==> config.mk <==
export PLATFORM = sky130hd
export DESIGN_NAME = motorLinkTop
export DESIGN_NICKNAME = d
export VERILOG_FILES = /design/src/verilog/driveCmdPkg.sv /design/src/verilog/byteLink.sv /design/src/verilog/cmdSelect.sv /design/src/verilog/jsonFramer.sv /design/src/verilog/motorLinkTop.sv /design/src/verilog/uartSender.sv
export SDC_FILE = /design/constraint.sdc
export NUM_CORES = 1
export LEC_CHECK = 0
export BUFFER_PORTS_ARGS = -buffer_cell sky130_fd_sc_hd__buf_2
export CAP_MARGIN = 10
export CORE_UTILIZATION = 30
export CTS_CLUSTER_DIAMETER = 60
export DETAILED_ROUTE_END_ITERATION = 8
export SLEW_MARGIN = 20
export SYNTH_ARGS = -nofsm -noshare
export SYNTH_HDL_FRONTEND = slang
export SYNTH_HIERARCHICAL = 1
export SYNTH_SLANG_ARGS = --single-unit
==> constraint.sdc <==
create_clock -name clk -period 4.3 [get_ports clk]
set_input_delay 0.645 -clock clk [delete_from_list [all_inputs] [get_ports clk]]
set_output_delay 0.645 -clock clk [all_outputs]
set_load 0.02 [all_outputs]
==> src/verilog/driveCmdPkg.sv <==
`default_nettype none

package driveCmdPkg;

    localparam int BYTE_W = 8;              // Character width

    typedef logic [BYTE_W-1:0] msgByte;     // One ASCII character
    typedef logic [4:0]        msgLen;      // Message length, 28 at most

    // Switch codes as they come off the board
    typedef enum logic [2:0] {
        STOP     = 3'd0,                    // Both wheels halted
        LEFT     = 3'd1,                    // Spin left
        RIGHT    = 3'd2,                    // Spin right
        FWD_SLOW = 3'd3,
        FWD_MED  = 3'd4,
        FWD_FAST = 3'd5,
        REVERSE  = 3'd6,
        STOP_ALT = 3'd7                     // Spare code, also halts
    } driveCmd;

    // Message composer walks these segments in order
    typedef enum logic [2:0] {
        FR_IDLE,                            // Waiting for a request
        FR_PREFIX,                          // {"T":1,"L":
        FR_LEFTVAL,                         // Left wheel speed text
        FR_MIDDLE,                          // ,"R":
        FR_RIGHTVAL,                        // Right wheel speed text
        FR_SUFFIX                           // Closing brace and newline
    } framerState;

    // Serializer frame phases
    typedef enum logic [1:0] {
        TX_IDLE,                            // Line high, queue polled
        TX_START,                           // Start bit, low
        TX_DATA,                            // Eight data bits LSB first
        TX_STOP                             // Stop bit, high
    } txState;

endpackage

`default_nettype wire

==> src/verilog/byteLink.sv <==
`default_nettype none

// Byte stream from composer to UART queue, credit flow control
interface byteLink;

    driveCmdPkg::msgByte data;  // Character being sent
    logic                valid; // One byte per high cycle
    logic                last;  // Marks the newline
    logic                credit; // One-cycle pulse, one queue slot freed

    modport framer (
        output data,
        output valid,
        output last,
        input  credit
    );

    modport sender (
        input  data,
        input  valid,
        input  last,
        output credit
    );

endinterface

`default_nettype wire

==> src/verilog/cmdSelect.sv <==
`default_nettype none

module cmdSelect #(
    parameter int SETTLE_CYCLES = 1000          // Stable cycles before accept
) (
    input  logic                 clk,
    input  logic                 rst,
    input  logic [2:0]           cmdSel,        // Raw switches, async
    input  logic                 cmdTake,       // Framer has taken the request
    output logic                 cmdValid,      // Request pending
    output driveCmdPkg::driveCmd cmd            // Latest accepted code
);

    localparam int CNT_W = $clog2(SETTLE_CYCLES + 1);

    logic [2:0]       syncQ1;                   // First sync stage
    logic [2:0]       syncQ2;                   // Second sync stage
    logic [2:0]       sampleQ;                  // Previous synced value
    logic [CNT_W-1:0] stableCnt;                // Cycles without change
    logic             haveCode;                 // Something accepted since reset
    logic             settled;
    logic             accept;

    // Stable long enough, fires once per run of equal samples
    assign settled = (syncQ2 == sampleQ) && (stableCnt == CNT_W'(SETTLE_CYCLES - 1));
    assign accept  = settled && (!haveCode || (syncQ2 != cmd));

    always_ff @(posedge clk or posedge rst) begin
        if (rst) begin
            syncQ1  <= '0;
            syncQ2  <= '0;
            sampleQ <= '0;
        end else begin
            syncQ1  <= cmdSel;                  // Metastability guard
            syncQ2  <= syncQ1;
            sampleQ <= syncQ2;
        end
    end

    always_ff @(posedge clk or posedge rst) begin
        if (rst) begin
            stableCnt <= '0;
        end else if (syncQ2 != sampleQ) begin
            stableCnt <= '0;                    // Glitch or new code, start over
        end else if (stableCnt != CNT_W'(SETTLE_CYCLES)) begin
            stableCnt <= stableCnt + CNT_W'(1); // Saturates so accept fires once
        end
    end

    always_ff @(posedge clk or posedge rst) begin
        if (rst) begin
            haveCode <= 1'b0;
            cmdValid <= 1'b0;
            cmd      <= driveCmdPkg::STOP;
        end else if (accept) begin
            haveCode <= 1'b1;
            cmdValid <= 1'b1;                   // New code wins over a pending one
            cmd      <= driveCmdPkg::driveCmd'(syncQ2);
        end else if (cmdTake) begin
            cmdValid <= 1'b0;
        end
    end

endmodule

`default_nettype wire

==> src/verilog/jsonFramer.sv <==
`default_nettype none

module jsonFramer #(
    parameter int FIFO_DEPTH = 4                // Initial credit count
) (
    input  logic                 clk,
    input  logic                 rst,
    input  logic                 cmdValid,
    input  driveCmdPkg::driveCmd cmd,
    output logic                 cmdTake,       // One cycle, only in idle
    byteLink.framer              link
);

    localparam int BW         = driveCmdPkg::BYTE_W;
    localparam int CRED_W     = $clog2(FIFO_DEPTH + 1);
    localparam int PREFIX_LEN = 11;
    localparam int MIDDLE_LEN = 5;
    localparam int SUFFIX_LEN = 2;
    localparam int VAL_MAX    = 5;              // Longest speed text, -0.25

    // Literals are right-aligned, first character on top
    localparam logic [PREFIX_LEN*BW-1:0] PREFIX_TXT = "{\"T\":1,\"L\":";
    localparam logic [MIDDLE_LEN*BW-1:0] MIDDLE_TXT = ",\"R\":";
    localparam logic [SUFFIX_LEN*BW-1:0] SUFFIX_TXT = "}\n";

    driveCmdPkg::framerState state;
    logic [3:0]              idx;               // Position inside segment
    logic [3:0]              segLen;
    logic                    segLast;
    logic [2:0]              leftSpd;           // Speed text index per wheel
    logic [2:0]              rightSpd;
    logic [VAL_MAX*BW-1:0]   valTxt;
    logic [CRED_W-1:0]       creditCnt;
    logic                    send;

    // Wheel speed per command, see speedText for codes
    function automatic logic [2:0] wheelSpeed(input driveCmdPkg::driveCmd c,
                                              input logic rightSide);
        case (c)
            driveCmdPkg::LEFT:     wheelSpeed = rightSide ? 3'd2 : 3'd1;
            driveCmdPkg::RIGHT:    wheelSpeed = rightSide ? 3'd1 : 3'd2;
            driveCmdPkg::FWD_SLOW: wheelSpeed = 3'd3;
            driveCmdPkg::FWD_MED:  wheelSpeed = 3'd4;
            driveCmdPkg::FWD_FAST: wheelSpeed = 3'd5;
            driveCmdPkg::REVERSE:  wheelSpeed = 3'd6;
            default:               wheelSpeed = 3'd0; // STOP and STOP_ALT
        endcase
    endfunction

    function automatic logic [VAL_MAX*BW-1:0] speedText(input logic [2:0] s);
        case (s)
            3'd1:    speedText = "-0.00";
            3'd2:    speedText = "0.12";
            3'd3:    speedText = "0.05";
            3'd4:    speedText = "0.25";
            3'd5:    speedText = "0.5";
            3'd6:    speedText = "-0.25";
            default: speedText = "0";
        endcase
    endfunction

    function automatic logic [3:0] speedLen(input logic [2:0] s);
        case (s)
            3'd1, 3'd6: speedLen = 4'd5;        // Signed values
            3'd5:       speedLen = 4'd3;
            3'd0, 3'd7: speedLen = 4'd1;        // Plain zero
            default:    speedLen = 4'd4;
        endcase
    endfunction

    assign cmdTake   = (state == driveCmdPkg::FR_IDLE) && cmdValid;
    assign send      = (state != driveCmdPkg::FR_IDLE) && (creditCnt != '0);
    assign segLast   = (idx == segLen - 4'd1);
    assign link.valid = send;
    assign link.last  = (state == driveCmdPkg::FR_SUFFIX) && segLast; // Newline

    // Segment length and current character
    always_comb begin
        segLen    = 4'd1;
        valTxt    = '0;
        link.data = '0;
        case (state)
            driveCmdPkg::FR_PREFIX: begin
                segLen    = 4'(PREFIX_LEN);
                link.data = PREFIX_TXT[(PREFIX_LEN - 1 - idx) * BW +: BW];
            end
            driveCmdPkg::FR_LEFTVAL: begin
                segLen    = speedLen(leftSpd);
                valTxt    = speedText(leftSpd);
                link.data = valTxt[(segLen - 4'd1 - idx) * BW +: BW];
            end
            driveCmdPkg::FR_MIDDLE: begin
                segLen    = 4'(MIDDLE_LEN);
                link.data = MIDDLE_TXT[(MIDDLE_LEN - 1 - idx) * BW +: BW];
            end
            driveCmdPkg::FR_RIGHTVAL: begin
                segLen    = speedLen(rightSpd);
                valTxt    = speedText(rightSpd);
                link.data = valTxt[(segLen - 4'd1 - idx) * BW +: BW];
            end
            driveCmdPkg::FR_SUFFIX: begin
                segLen    = 4'(SUFFIX_LEN);
                link.data = SUFFIX_TXT[(SUFFIX_LEN - 1 - idx) * BW +: BW];
            end
            default: ;
        endcase
    end

    always_ff @(posedge clk) begin
        if (cmdTake) begin
            leftSpd  <= wheelSpeed(cmd, 1'b0);  // Held for whole message
            rightSpd <= wheelSpeed(cmd, 1'b1);
        end
    end

    always_ff @(posedge clk or posedge rst) begin
        if (rst) begin
            state <= driveCmdPkg::FR_IDLE;
            idx   <= '0;
        end else if (cmdTake) begin
            state <= driveCmdPkg::FR_PREFIX;
            idx   <= '0;
        end else if (send) begin
            if (segLast) begin
                idx <= '0;
                case (state)
                    driveCmdPkg::FR_PREFIX:   state <= driveCmdPkg::FR_LEFTVAL;
                    driveCmdPkg::FR_LEFTVAL:  state <= driveCmdPkg::FR_MIDDLE;
                    driveCmdPkg::FR_MIDDLE:   state <= driveCmdPkg::FR_RIGHTVAL;
                    driveCmdPkg::FR_RIGHTVAL: state <= driveCmdPkg::FR_SUFFIX;
                    default:                  state <= driveCmdPkg::FR_IDLE;
                endcase
            end else begin
                idx <= idx + 4'd1;
            end
        end
    end

    // Slots free in the UART queue
    always_ff @(posedge clk or posedge rst) begin
        if (rst) begin
            creditCnt <= CRED_W'(FIFO_DEPTH);
        end else begin
            case ({send, link.credit})
                2'b10:   creditCnt <= creditCnt - CRED_W'(1);
                2'b01:   creditCnt <= creditCnt + CRED_W'(1);
                default: ;                      // Both or neither, no change
            endcase
        end
    end

endmodule

`default_nettype wire

==> src/verilog/motorLinkTop.sv <==
`default_nettype none

module motorLinkTop #(
    parameter int CLKS_PER_BIT  = 434,          // Clocks per UART bit
    parameter int FIFO_DEPTH    = 4,            // Queue slots and credits
    parameter int SETTLE_CYCLES = 1000          // Switch debounce time
) (
    input  logic       clk,
    input  logic       rst,
    input  logic [2:0] cmdSel,                  // Drive selection switches
    output logic       txd,                     // To robot UART RX
    output logic       busy,
    output logic       msgDone
);

    logic                 cmdValid;
    logic                 cmdTake;
    driveCmdPkg::driveCmd cmd;

    byteLink link ();                           // Composer to UART queue

    cmdSelect #(
        .SETTLE_CYCLES(SETTLE_CYCLES)
    ) uCmdSelect (
        .clk      (clk),
        .rst      (rst),
        .cmdSel   (cmdSel),
        .cmdTake  (cmdTake),
        .cmdValid (cmdValid),
        .cmd      (cmd)
    );

    jsonFramer #(
        .FIFO_DEPTH(FIFO_DEPTH)
    ) uJsonFramer (
        .clk      (clk),
        .rst      (rst),
        .cmdValid (cmdValid),
        .cmd      (cmd),
        .cmdTake  (cmdTake),
        .link     (link.framer)
    );

    uartSender #(
        .CLKS_PER_BIT (CLKS_PER_BIT),
        .FIFO_DEPTH   (FIFO_DEPTH)
    ) uUartSender (
        .clk     (clk),
        .rst     (rst),
        .link    (link.sender),
        .txd     (txd),
        .busy    (busy),
        .msgDone (msgDone)
    );

endmodule

`default_nettype wire

==> src/verilog/uartSender.sv <==
`default_nettype none

module uartSender #(
    parameter int CLKS_PER_BIT = 434,           // 115200 baud at 50 MHz
    parameter int FIFO_DEPTH   = 4
) (
    input  logic     clk,
    input  logic     rst,
    byteLink.sender  link,
    output logic     txd,                       // 8N1 line, idles high
    output logic     busy,
    output logic     msgDone                    // Stop bit of newline done
);

    localparam int BW     = driveCmdPkg::BYTE_W;
    localparam int PTR_W  = (FIFO_DEPTH > 1) ? $clog2(FIFO_DEPTH) : 1;
    localparam int CNT_W  = $clog2(FIFO_DEPTH + 1);
    localparam int BAUD_W = (CLKS_PER_BIT > 1) ? $clog2(CLKS_PER_BIT) : 1;

    logic [BW:0]         queueMem [FIFO_DEPTH]; // Last flag above the byte
    logic [PTR_W-1:0]    wrPtr;
    logic [PTR_W-1:0]    rdPtr;
    logic [CNT_W-1:0]    fill;                  // Entries in queue
    logic                push;
    logic                pop;
    driveCmdPkg::txState state;
    logic [BAUD_W-1:0]   baudCnt;
    logic                baudDone;
    logic [2:0]          bitIdx;
    driveCmdPkg::msgByte shiftReg;
    logic                lastQ;                 // Byte in shifter ends message

    function automatic logic [PTR_W-1:0] nextPtr(input logic [PTR_W-1:0] p);
        return (p == PTR_W'(FIFO_DEPTH - 1)) ? '0 : p + PTR_W'(1);
    endfunction

    assign push        = link.valid;            // Credits keep this from overflowing
    assign pop         = (state == driveCmdPkg::TX_IDLE) && (fill != '0);
    assign link.credit = pop;                   // Slot freed as byte enters shifter
    assign baudDone    = (baudCnt == BAUD_W'(CLKS_PER_BIT - 1));
    assign busy        = (fill != '0) || (state != driveCmdPkg::TX_IDLE);

    always_ff @(posedge clk) begin
        if (push) begin
            queueMem[wrPtr] <= {link.last, link.data};
        end
    end

    always_ff @(posedge clk or posedge rst) begin
        if (rst) begin
            wrPtr <= '0;
            rdPtr <= '0;
            fill  <= '0;
        end else begin
            if (push) begin
                wrPtr <= nextPtr(wrPtr);
            end
            if (pop) begin
                rdPtr <= nextPtr(rdPtr);
            end
            case ({push, pop})
                2'b10:   fill <= fill + CNT_W'(1);
                2'b01:   fill <= fill - CNT_W'(1);
                default: ;
            endcase
        end
    end

    // Shifter loads on pop, moves right after each data bit
    always_ff @(posedge clk) begin
        if (pop) begin
            {lastQ, shiftReg} <= queueMem[rdPtr];
        end else if ((state == driveCmdPkg::TX_DATA) && baudDone) begin
            shiftReg <= shiftReg >> 1;
        end
    end

    always_ff @(posedge clk or posedge rst) begin
        if (rst) begin
            state   <= driveCmdPkg::TX_IDLE;
            baudCnt <= '0;
            bitIdx  <= '0;
            txd     <= 1'b1;                    // Idle mark
            msgDone <= 1'b0;
        end else begin
            msgDone <= 1'b0;
            if (state != driveCmdPkg::TX_IDLE) begin
                baudCnt <= baudDone ? '0 : baudCnt + BAUD_W'(1);
            end
            case (state)
                driveCmdPkg::TX_IDLE: begin
                    txd <= 1'b1;
                    if (pop) begin
                        state   <= driveCmdPkg::TX_START;
                        baudCnt <= '0;
                        txd     <= 1'b0;        // Start bit
                    end
                end
                driveCmdPkg::TX_START: begin
                    if (baudDone) begin
                        state  <= driveCmdPkg::TX_DATA;
                        bitIdx <= '0;
                        txd    <= shiftReg[0];  // LSB first
                    end
                end
                driveCmdPkg::TX_DATA: begin
                    if (baudDone) begin
                        if (bitIdx == 3'(BW - 1)) begin
                            state <= driveCmdPkg::TX_STOP;
                            txd   <= 1'b1;      // Stop bit
                        end else begin
                            bitIdx <= bitIdx + 3'd1;
                            txd    <= shiftReg[1]; // Next bit before shift lands
                        end
                    end
                end
                driveCmdPkg::TX_STOP: begin
                    if (baudDone) begin
                        state   <= driveCmdPkg::TX_IDLE;
                        msgDone <= lastQ;
                    end
                end
                default: state <= driveCmdPkg::TX_IDLE;
            endcase
        end
    end

endmodule

`default_nettype wire
### Word level (Yosys, flattened, before mapping)

Memories as Yosys holds them, arrays and structs flattened.
Index checks and enable logic that the tools add are counted.

| operators by class | value |
|---|---|
| add/sub/neg operators | 18 |
| equality and inequality tests | 46 |
| shift operators | 5 |
| mux-type cells | 52 |
| reductions and logical operators | 34 |

Operator list:

| cell | number |
|---|---|
| $pmux W38 S6 | 2 |
| $shiftx A88 B33 Y8 const A | 1 |
| $mux W40 | 2 |
| $shiftx A40 B33 Y8 | 2 |
| $sub A29 B4 Y29 | 2 |
| $eq A3 B3 Y1 const B | 14 |
| $pmux W8 S5 | 1 |
| $shiftx A40 B33 Y8 const A | 1 |
| $mux W9 | 4 |
| $pmux W3 S6 | 2 |
| $shiftx A16 B33 Y8 const A | 1 |
| $eq A3 B2 Y1 const B | 8 |
| $mux W10 | 2 |
| $mux W4 | 5 |
| $pmux W4 S5 | 1 |
| $mux W3 | 6 |
| $pmux W3 S2 | 3 |
| $pmux W3 S3 | 2 |
| $mux W8 | 2 |
| $reduce_bool A2 Y1 | 8 |
| $mux W2 | 7 |
| $eq A3 B1 Y1 const B | 4 |
| $pmux W3 S4 | 1 |
| $reduce_bool A3 Y1 | 4 |
| 34 further kinds | 70 |

| word-level totals | value |
|---|---|
| register bits | 72 |
| bits in writable memories | 36 |
| input bits | 5 |
| output and inout bits | 3 |
| word-level logic and storage cells | 178 |
| memories kept | 1 |

Memory list:

| name | depth | width | rd ports | clocked after memory_dff | wr ports | RTL line | text |
|---|---|---|---|---|---|---|---|
| uUartSender.queueMem | 4 | 9 | 1 | 0 | 1 | uartSender.sv:20 | `logic [BW:0] queueMem [FIFO_DEPTH];` |

### Longest topological paths before layout

| logic depth | value |
|---|---|
| word-level depth | 10 |
| mapped depth | 13 |
| mapped depth without buffers | 11 |

### Modules after synthesis

The synthesis kept the hierarchy.

Modules (own cells, without submodules):

| module | times used | cells each | area an instance (µm²) | seq. area each (µm²) |
|---|---|---|---|---|
| uartSender | 1 | 205 | 3017.9 | 1928.1 |
| jsonFramer | 1 | 318 | 2339.7 | 401.6 |
| cmdSelect | 1 | 85 | 999.7 | 600.6 |

### Worst setup path before layout

No wires, ideal clock.

| timing path | value |
|---|---|
| kind | reg-to-reg |
| start point | reg uJsonFramer.leftSpd[2] |
| end point | mem uUartSender/queueMem[0][3] (netlist name), data pin |
| library setup time | 0.292 ns |
| arrival time | 3.049 ns |
| data required time | 4.008 ns |
| path slack | 0.960 ns |
| stages on the path, launching flop included | 13 |
| clock period less this slack | 3.340 ns |
| path through | edfxtp_1 > buf_2 > buf_2 > buf_1 > xor2_1 > inv_1 > fa_1 > xnor2_1 > mux2i_1 > a221o_1 > a31o_1 > a2bb2oi_1 > o311ai_1 |

| between the ends | value |
|---|---|
| longest elaborated chain between the ends | 8 |

RTL lines:

| item | RTL line | text |
|---|---|---|
| from (decl) | jsonFramer.sv:30 | `logic [2:0] leftSpd;` |
| from (signal assigned) | jsonFramer.sv:111 | `leftSpd <= wheelSpeed(cmd, 1'b0);` |
| $eq A3 B3 Y1, or another cell as far along | jsonFramer.sv:63 | `case (s)` |
| $reduce_or A2 Y1 | jsonFramer.sv:63 |  |
| $pmux W3 S3 | jsonFramer.sv:63 |  |
| $mux W4 | jsonFramer.sv:82 | `case (state)` |
| $sub A4 B1 Y5 | jsonFramer.sv:90 | `link.data = valTxt[(segLen - 4'd1 - idx) * BW +: BW];` |
| $sub A29 B4 Y29 | jsonFramer.sv:90 |  |
| $shiftx A40 B33 Y8 (*) | jsonFramer.sv:90 |  |
| $pmux W8 S5 (*) | jsonFramer.sv:82 |  |
| named net link.data[3] | byteLink.sv:6 | `driveCmdPkg::msgByte data;` |
| to (decl) | uartSender.sv:20 |  |

Mark *: on every way through the listed nets, which the timed path passes. The rest lies on a longest branch. The select of a mux whose other input is x is not followed.

### Final worst setup path

| timing path | value |
|---|---|
| start point | reg uJsonFramer.leftSpd[2] |
| end point | mem uUartSender/queueMem[1][3] (netlist name), data pin |

Same word-level chain as after synthesis.

==> impl_results.md <==
- Post-synthesis cell type with the largest combined area: sky130_fd_sc_hd__edfxtp_1
- Part of the total power dissipated in sequential elements: between 50% and 60%
- CP Class: flop to flop
- Count of clock tree sinks: between 100 and 150
- I/O pin count: 8
- Fraction of the cycle the final worst path needs: just over 80%
- First-pass GRT wire length: 21200 um
- Crit path buffers/inverters: 1
- Cell variety after synth: 77
- Endpoint kind of the worst setup timing path: flop
- Buffers on Ports: 7
- Mean instance size in the synthesized netlist: 10.5 um2
- Non-filler cells, final: between 800 and 900
- Crit path time final: roughly 3.6 ns
- Top fanout value on the critical path: 19
- Power density over the cells: approximately 290 mW/mm2
- R2r worst-path depth: 11
- Async S/R FF share, synth: around 53%
- Hold slack: 0.293 ns
- Cell-by-cell trace of the critical path: buf_4 -> nor2b_1 -> nor2_1 -> ha_1 -> fa_1 -> xnor2_1 -> mux2i_1 -> a221o_1 -> a31o_1 -> a2bb2oi_1 -> o311ai_1
- Number of antenna violations at the first check in global routing: 0
- Antenna diode instance count: 0
- Routed via count divided by cell count: between 5 and 6
- Die outline height: 148 um
- Critical R2R Capture: uUartSender/queueMem[1][3]$_DFFE_PP_
- Number of placed instances, taps included: 861
- Most used cells in the layout excluding fill and tap cells: 55 x sky130_fd_sc_hd__dfrtp_1, 51 x sky130_fd_sc_hd__nand2_1, 50 x sky130_fd_sc_hd__edfxtp_1
- Worst r2r src: uJsonFramer/leftSpd[2]$_DFFE_PP_
- Part of the power in combinational logic: about 1.4%
- Depth of the critical timing path with buffers and inverters included: 11
- Area growth syn-to-layout: 9.76%
- Post-synth top flop: sky130_fd_sc_hd__dfrtp_1
- P_int: about 1.6 mW
- Slew Limit Fails: 0
- Pin count of the biggest net entering global routing: 25
- Number of register bits inferred by synthesis: 107
- Overall track demand over capacity in global routing: about an eighth
- Final-stage net count: 643
- DPL Wire Length: 8740 um
- Total number of placement rows: 52
- Number of standard cells after synthesis: a little over 600
- Launching element of the worst setup path: uJsonFramer/leftSpd[2]$_DFFE_PP_
- Number of maximum-capacitance violations: 0
- Path category of the worst min-delay check: input pin to asynchronous set/reset pin
- Slowest cell on the critical path: sky130_fd_sc_hd__edfxtp_1
- Placeable core area: roughly 0.02 mm2
- Switching power as a share of total power: a little over a fifth
- Hold-fix buffers, CTS: 0
- Leading cell type in the layout, fill and taps excluded: sky130_fd_sc_hd__dfrtp_1
- Register-to-Register Setup Slack: around 0.74 ns
- Fmax: roughly 280 MHz
- Warnings, synthesis: 6
- Final-layout setup total negative slack: 0 ns
- Total via count in the routed design: 4457
- Quantity of gates resized following cts: 0
- Buffers from clock root to sink, at most: 2
- Die span in x: about 150 um
- Tightest slew margin relative to the limit: 37.5%
- Result of the run: finished, final reports clean
- Final hold vios: 0
- Share of post-route cells with drive strength above 1: under 10%
- Leakage power figure: between 2 and 3 nW
- Worst IR drop on VDD: 0.204 mV
- Measured slew at the worst slew-check pin: a little over 0.9 ns
- Switching pwr: between 0.4 and 0.5 mW
- Max H-tree Level: 3
- Leftover overflow at the end of global routing: 0
- Data required time of the critical path: ~4.4 ns
- Sequential cell area fraction in the yosys report: 46.1%
- Crit-path max cell delay: 0.58 ns
- Final Util: 34.0%
- Clk network pwr share: 45.4%
- Worst-path clk slew: approximately 0.08 ns
- Top area cells in the synthesized netlist: sky130_fd_sc_hd__edfxtp_1 24%, sky130_fd_sc_hd__dfrtp_1 22%, sky130_fd_sc_hd__ha_1 6.3%
- Unrepaired setup endpoints after global routing: no
- Kind of start point of the critical path: flop
- Endpoint of the most critical setup path: uUartSender/queueMem[1][3]$_DFFE_PP_
- Area of the die: 0.0218 mm2
- Cell family with most CP delay: compound AO/OA/AOI/OAI gates
- Tot Pwr: between 2 and 2.5 mW
- Worst skew pair latency: 0.36 ns
- Data arrival time at the worst-slack endpoint: 3.62 ns
- Final Skew: between 0.01 and 0.015 ns
- CTS Buf Count: 9
- Post-synth top area share: a little under a quarter
- Routed length per instance: 14.2 um
- Number of global-route vias before repair: 4340
- Initial core utilization: between 30% and 40%
- DRC violation count after routing: 0
- Synthesized area: ~0.0064 mm2
- GP Congestion: roughly 0.84
- Final ANT Viol Nets: 0
- Total Wirelength: approximately 12000 um
- Library cell used as clock root buffer: sky130_fd_sc_hd__clkbuf_16
- Number of buffers inserted by post-CTS setup repair: 0
- Count of flip-flops with a built-in enable after synthesis: 50
- CTS tree: yes
- Number of iterations in the first detailed-routing pass: 6
- Setup violations, final: 0
- Number of DRC markers in iteration 0: 400
sequential cells by signal, indices dropped and copies added (netlist names):
register / cells
uUartSender/msgDone: 1
uUartSender/baudCnt: 9
uUartSender/wrPtr: 2
uJsonFramer/idx: 4
uCmdSelect/sampleQ: 3
uJsonFramer/rightSpd: 2
uCmdSelect/stableCnt: 10
uUartSender/bitIdx: 3
uUartSender/queueMem: 36
uUartSender/rdPtr: 2
uJsonFramer/creditCnt: 3
uCmdSelect/haveCode: 1
uUartSender/fill: 3
uCmdSelect/cmdValid: 1
uUartSender/lastQ: 1
uJsonFramer/state: 3
uJsonFramer/leftSpd: 3
uCmdSelect/cmd: 3
uUartSender/txd: 1
uCmdSelect/syncQ1: 3
uCmdSelect/syncQ2: 3
uUartSender/shiftReg: 8
uUartSender/state: 2
final cells by class:
cell class | instances | area (um2)
timing repair buffer | 10 | 57.6
clock inverter | 6 | 91.3
clock buffer | 10 | 250
multi-input combinational | 437 | 3170
inverter | 37 | 139
fill | 2059 | 13500
tap | 270 | 338
sequential | 107 | 2930
worst min path at each step:
stage	cells after the start	slack, ns	endpoint
3_3_place_gp	0	0.34	uCmdSelect/syncQ2[2]$_DFF_PP0_
3_5_place_dp	0	0.34	uCmdSelect/syncQ2[2]$_DFF_PP0_
4_1_cts	2	0.28	uJsonFramer/state[2]$_DFFE_PP0P_
5_1_grt	2	0.32	uJsonFramer/state[2]$_DFFE_PP0P_
6_report	2	0.29	uJsonFramer/state[2]$_DFFE_PP0P_
2_1_floorplan	0	0.33	uCmdSelect/syncQ2[0]$_DFF_PP0_
routing by layer:
metal / wire length [um] / part of all wire (%) / GRT usage, % / vias to the layer above
met2: 5780 / 47 / 19.5 / 90
met1: 5920 / 48 / 16.1 / 2125
met4: 234 / 1.9 / 4.33 / 0
met5: 0 / 0 / 0 / -
li1: - / - / - / 2218
met3: 497 / 4.0 / 3.02 / 24
power groups by stage:
stage	sequential, mW	clock (mW)	combinational (mW)
3_5_place_dp	1.09	0	0.0294
6_report	1.07	0.916	0.0285
3_3_place_gp	1.09	0	0.0293
4_1_cts	1.07	0.950	0.0294
2_1_floorplan	1.09	0	0.0218
5_1_grt	1.07	0.977	0.0335
Yosys cell counts, types with 17 or more instances:
cell type and number:
sky130_fd_sc_hd__edfxtp_1 50, sky130_fd_sc_hd__xnor2_1 20, sky130_fd_sc_hd__nor3_1 20, sky130_fd_sc_hd__a21oi_1 23, sky130_fd_sc_hd__nand3_1 18, sky130_fd_sc_hd__nor2_1 38
sky130_fd_sc_hd__o21ai_0 31, sky130_fd_sc_hd__nand2_1 51, sky130_fd_sc_hd__dfrtp_1 55, sky130_fd_sc_hd__inv_1 34, sky130_fd_sc_hd__clkbuf_1 17, sky130_fd_sc_hd__ha_1 32
stage by stage:
step	instance area (um2)	setup slack, ns
2_1_floorplan	6360	0.960
3_3_place_gp	6630	0.901
4_1_cts	6970	0.764
3_5_place_dp	6630	0.792
6_report	6980	0.739
5_1_grt	6980	0.448
logic make-up (layout without fill, tap and decap cells):
| logic type | count (synthesis) | count (layout) | synth area share [%] |
|---|---|---|---|
| buffers and inverters | 66 | 63 | 4.27 |
| AO/OA/AOI/OAI | 126 | 126 | 13.3 |
| other | 1 | 3 | 0.0590 |
| flip-flops | 107 | 107 | 46.1 |
| AND/OR/NAND/NOR | 210 | 210 | 17.4 |
| multiplexers | 27 | 27 | 6.46 |
| adder cells (fa/ha/maj) | 36 | 36 | 7.56 |
| XOR/XNOR | 35 | 35 | 4.82 |
No activity file was read; power rests on OpenSTA's default activity.
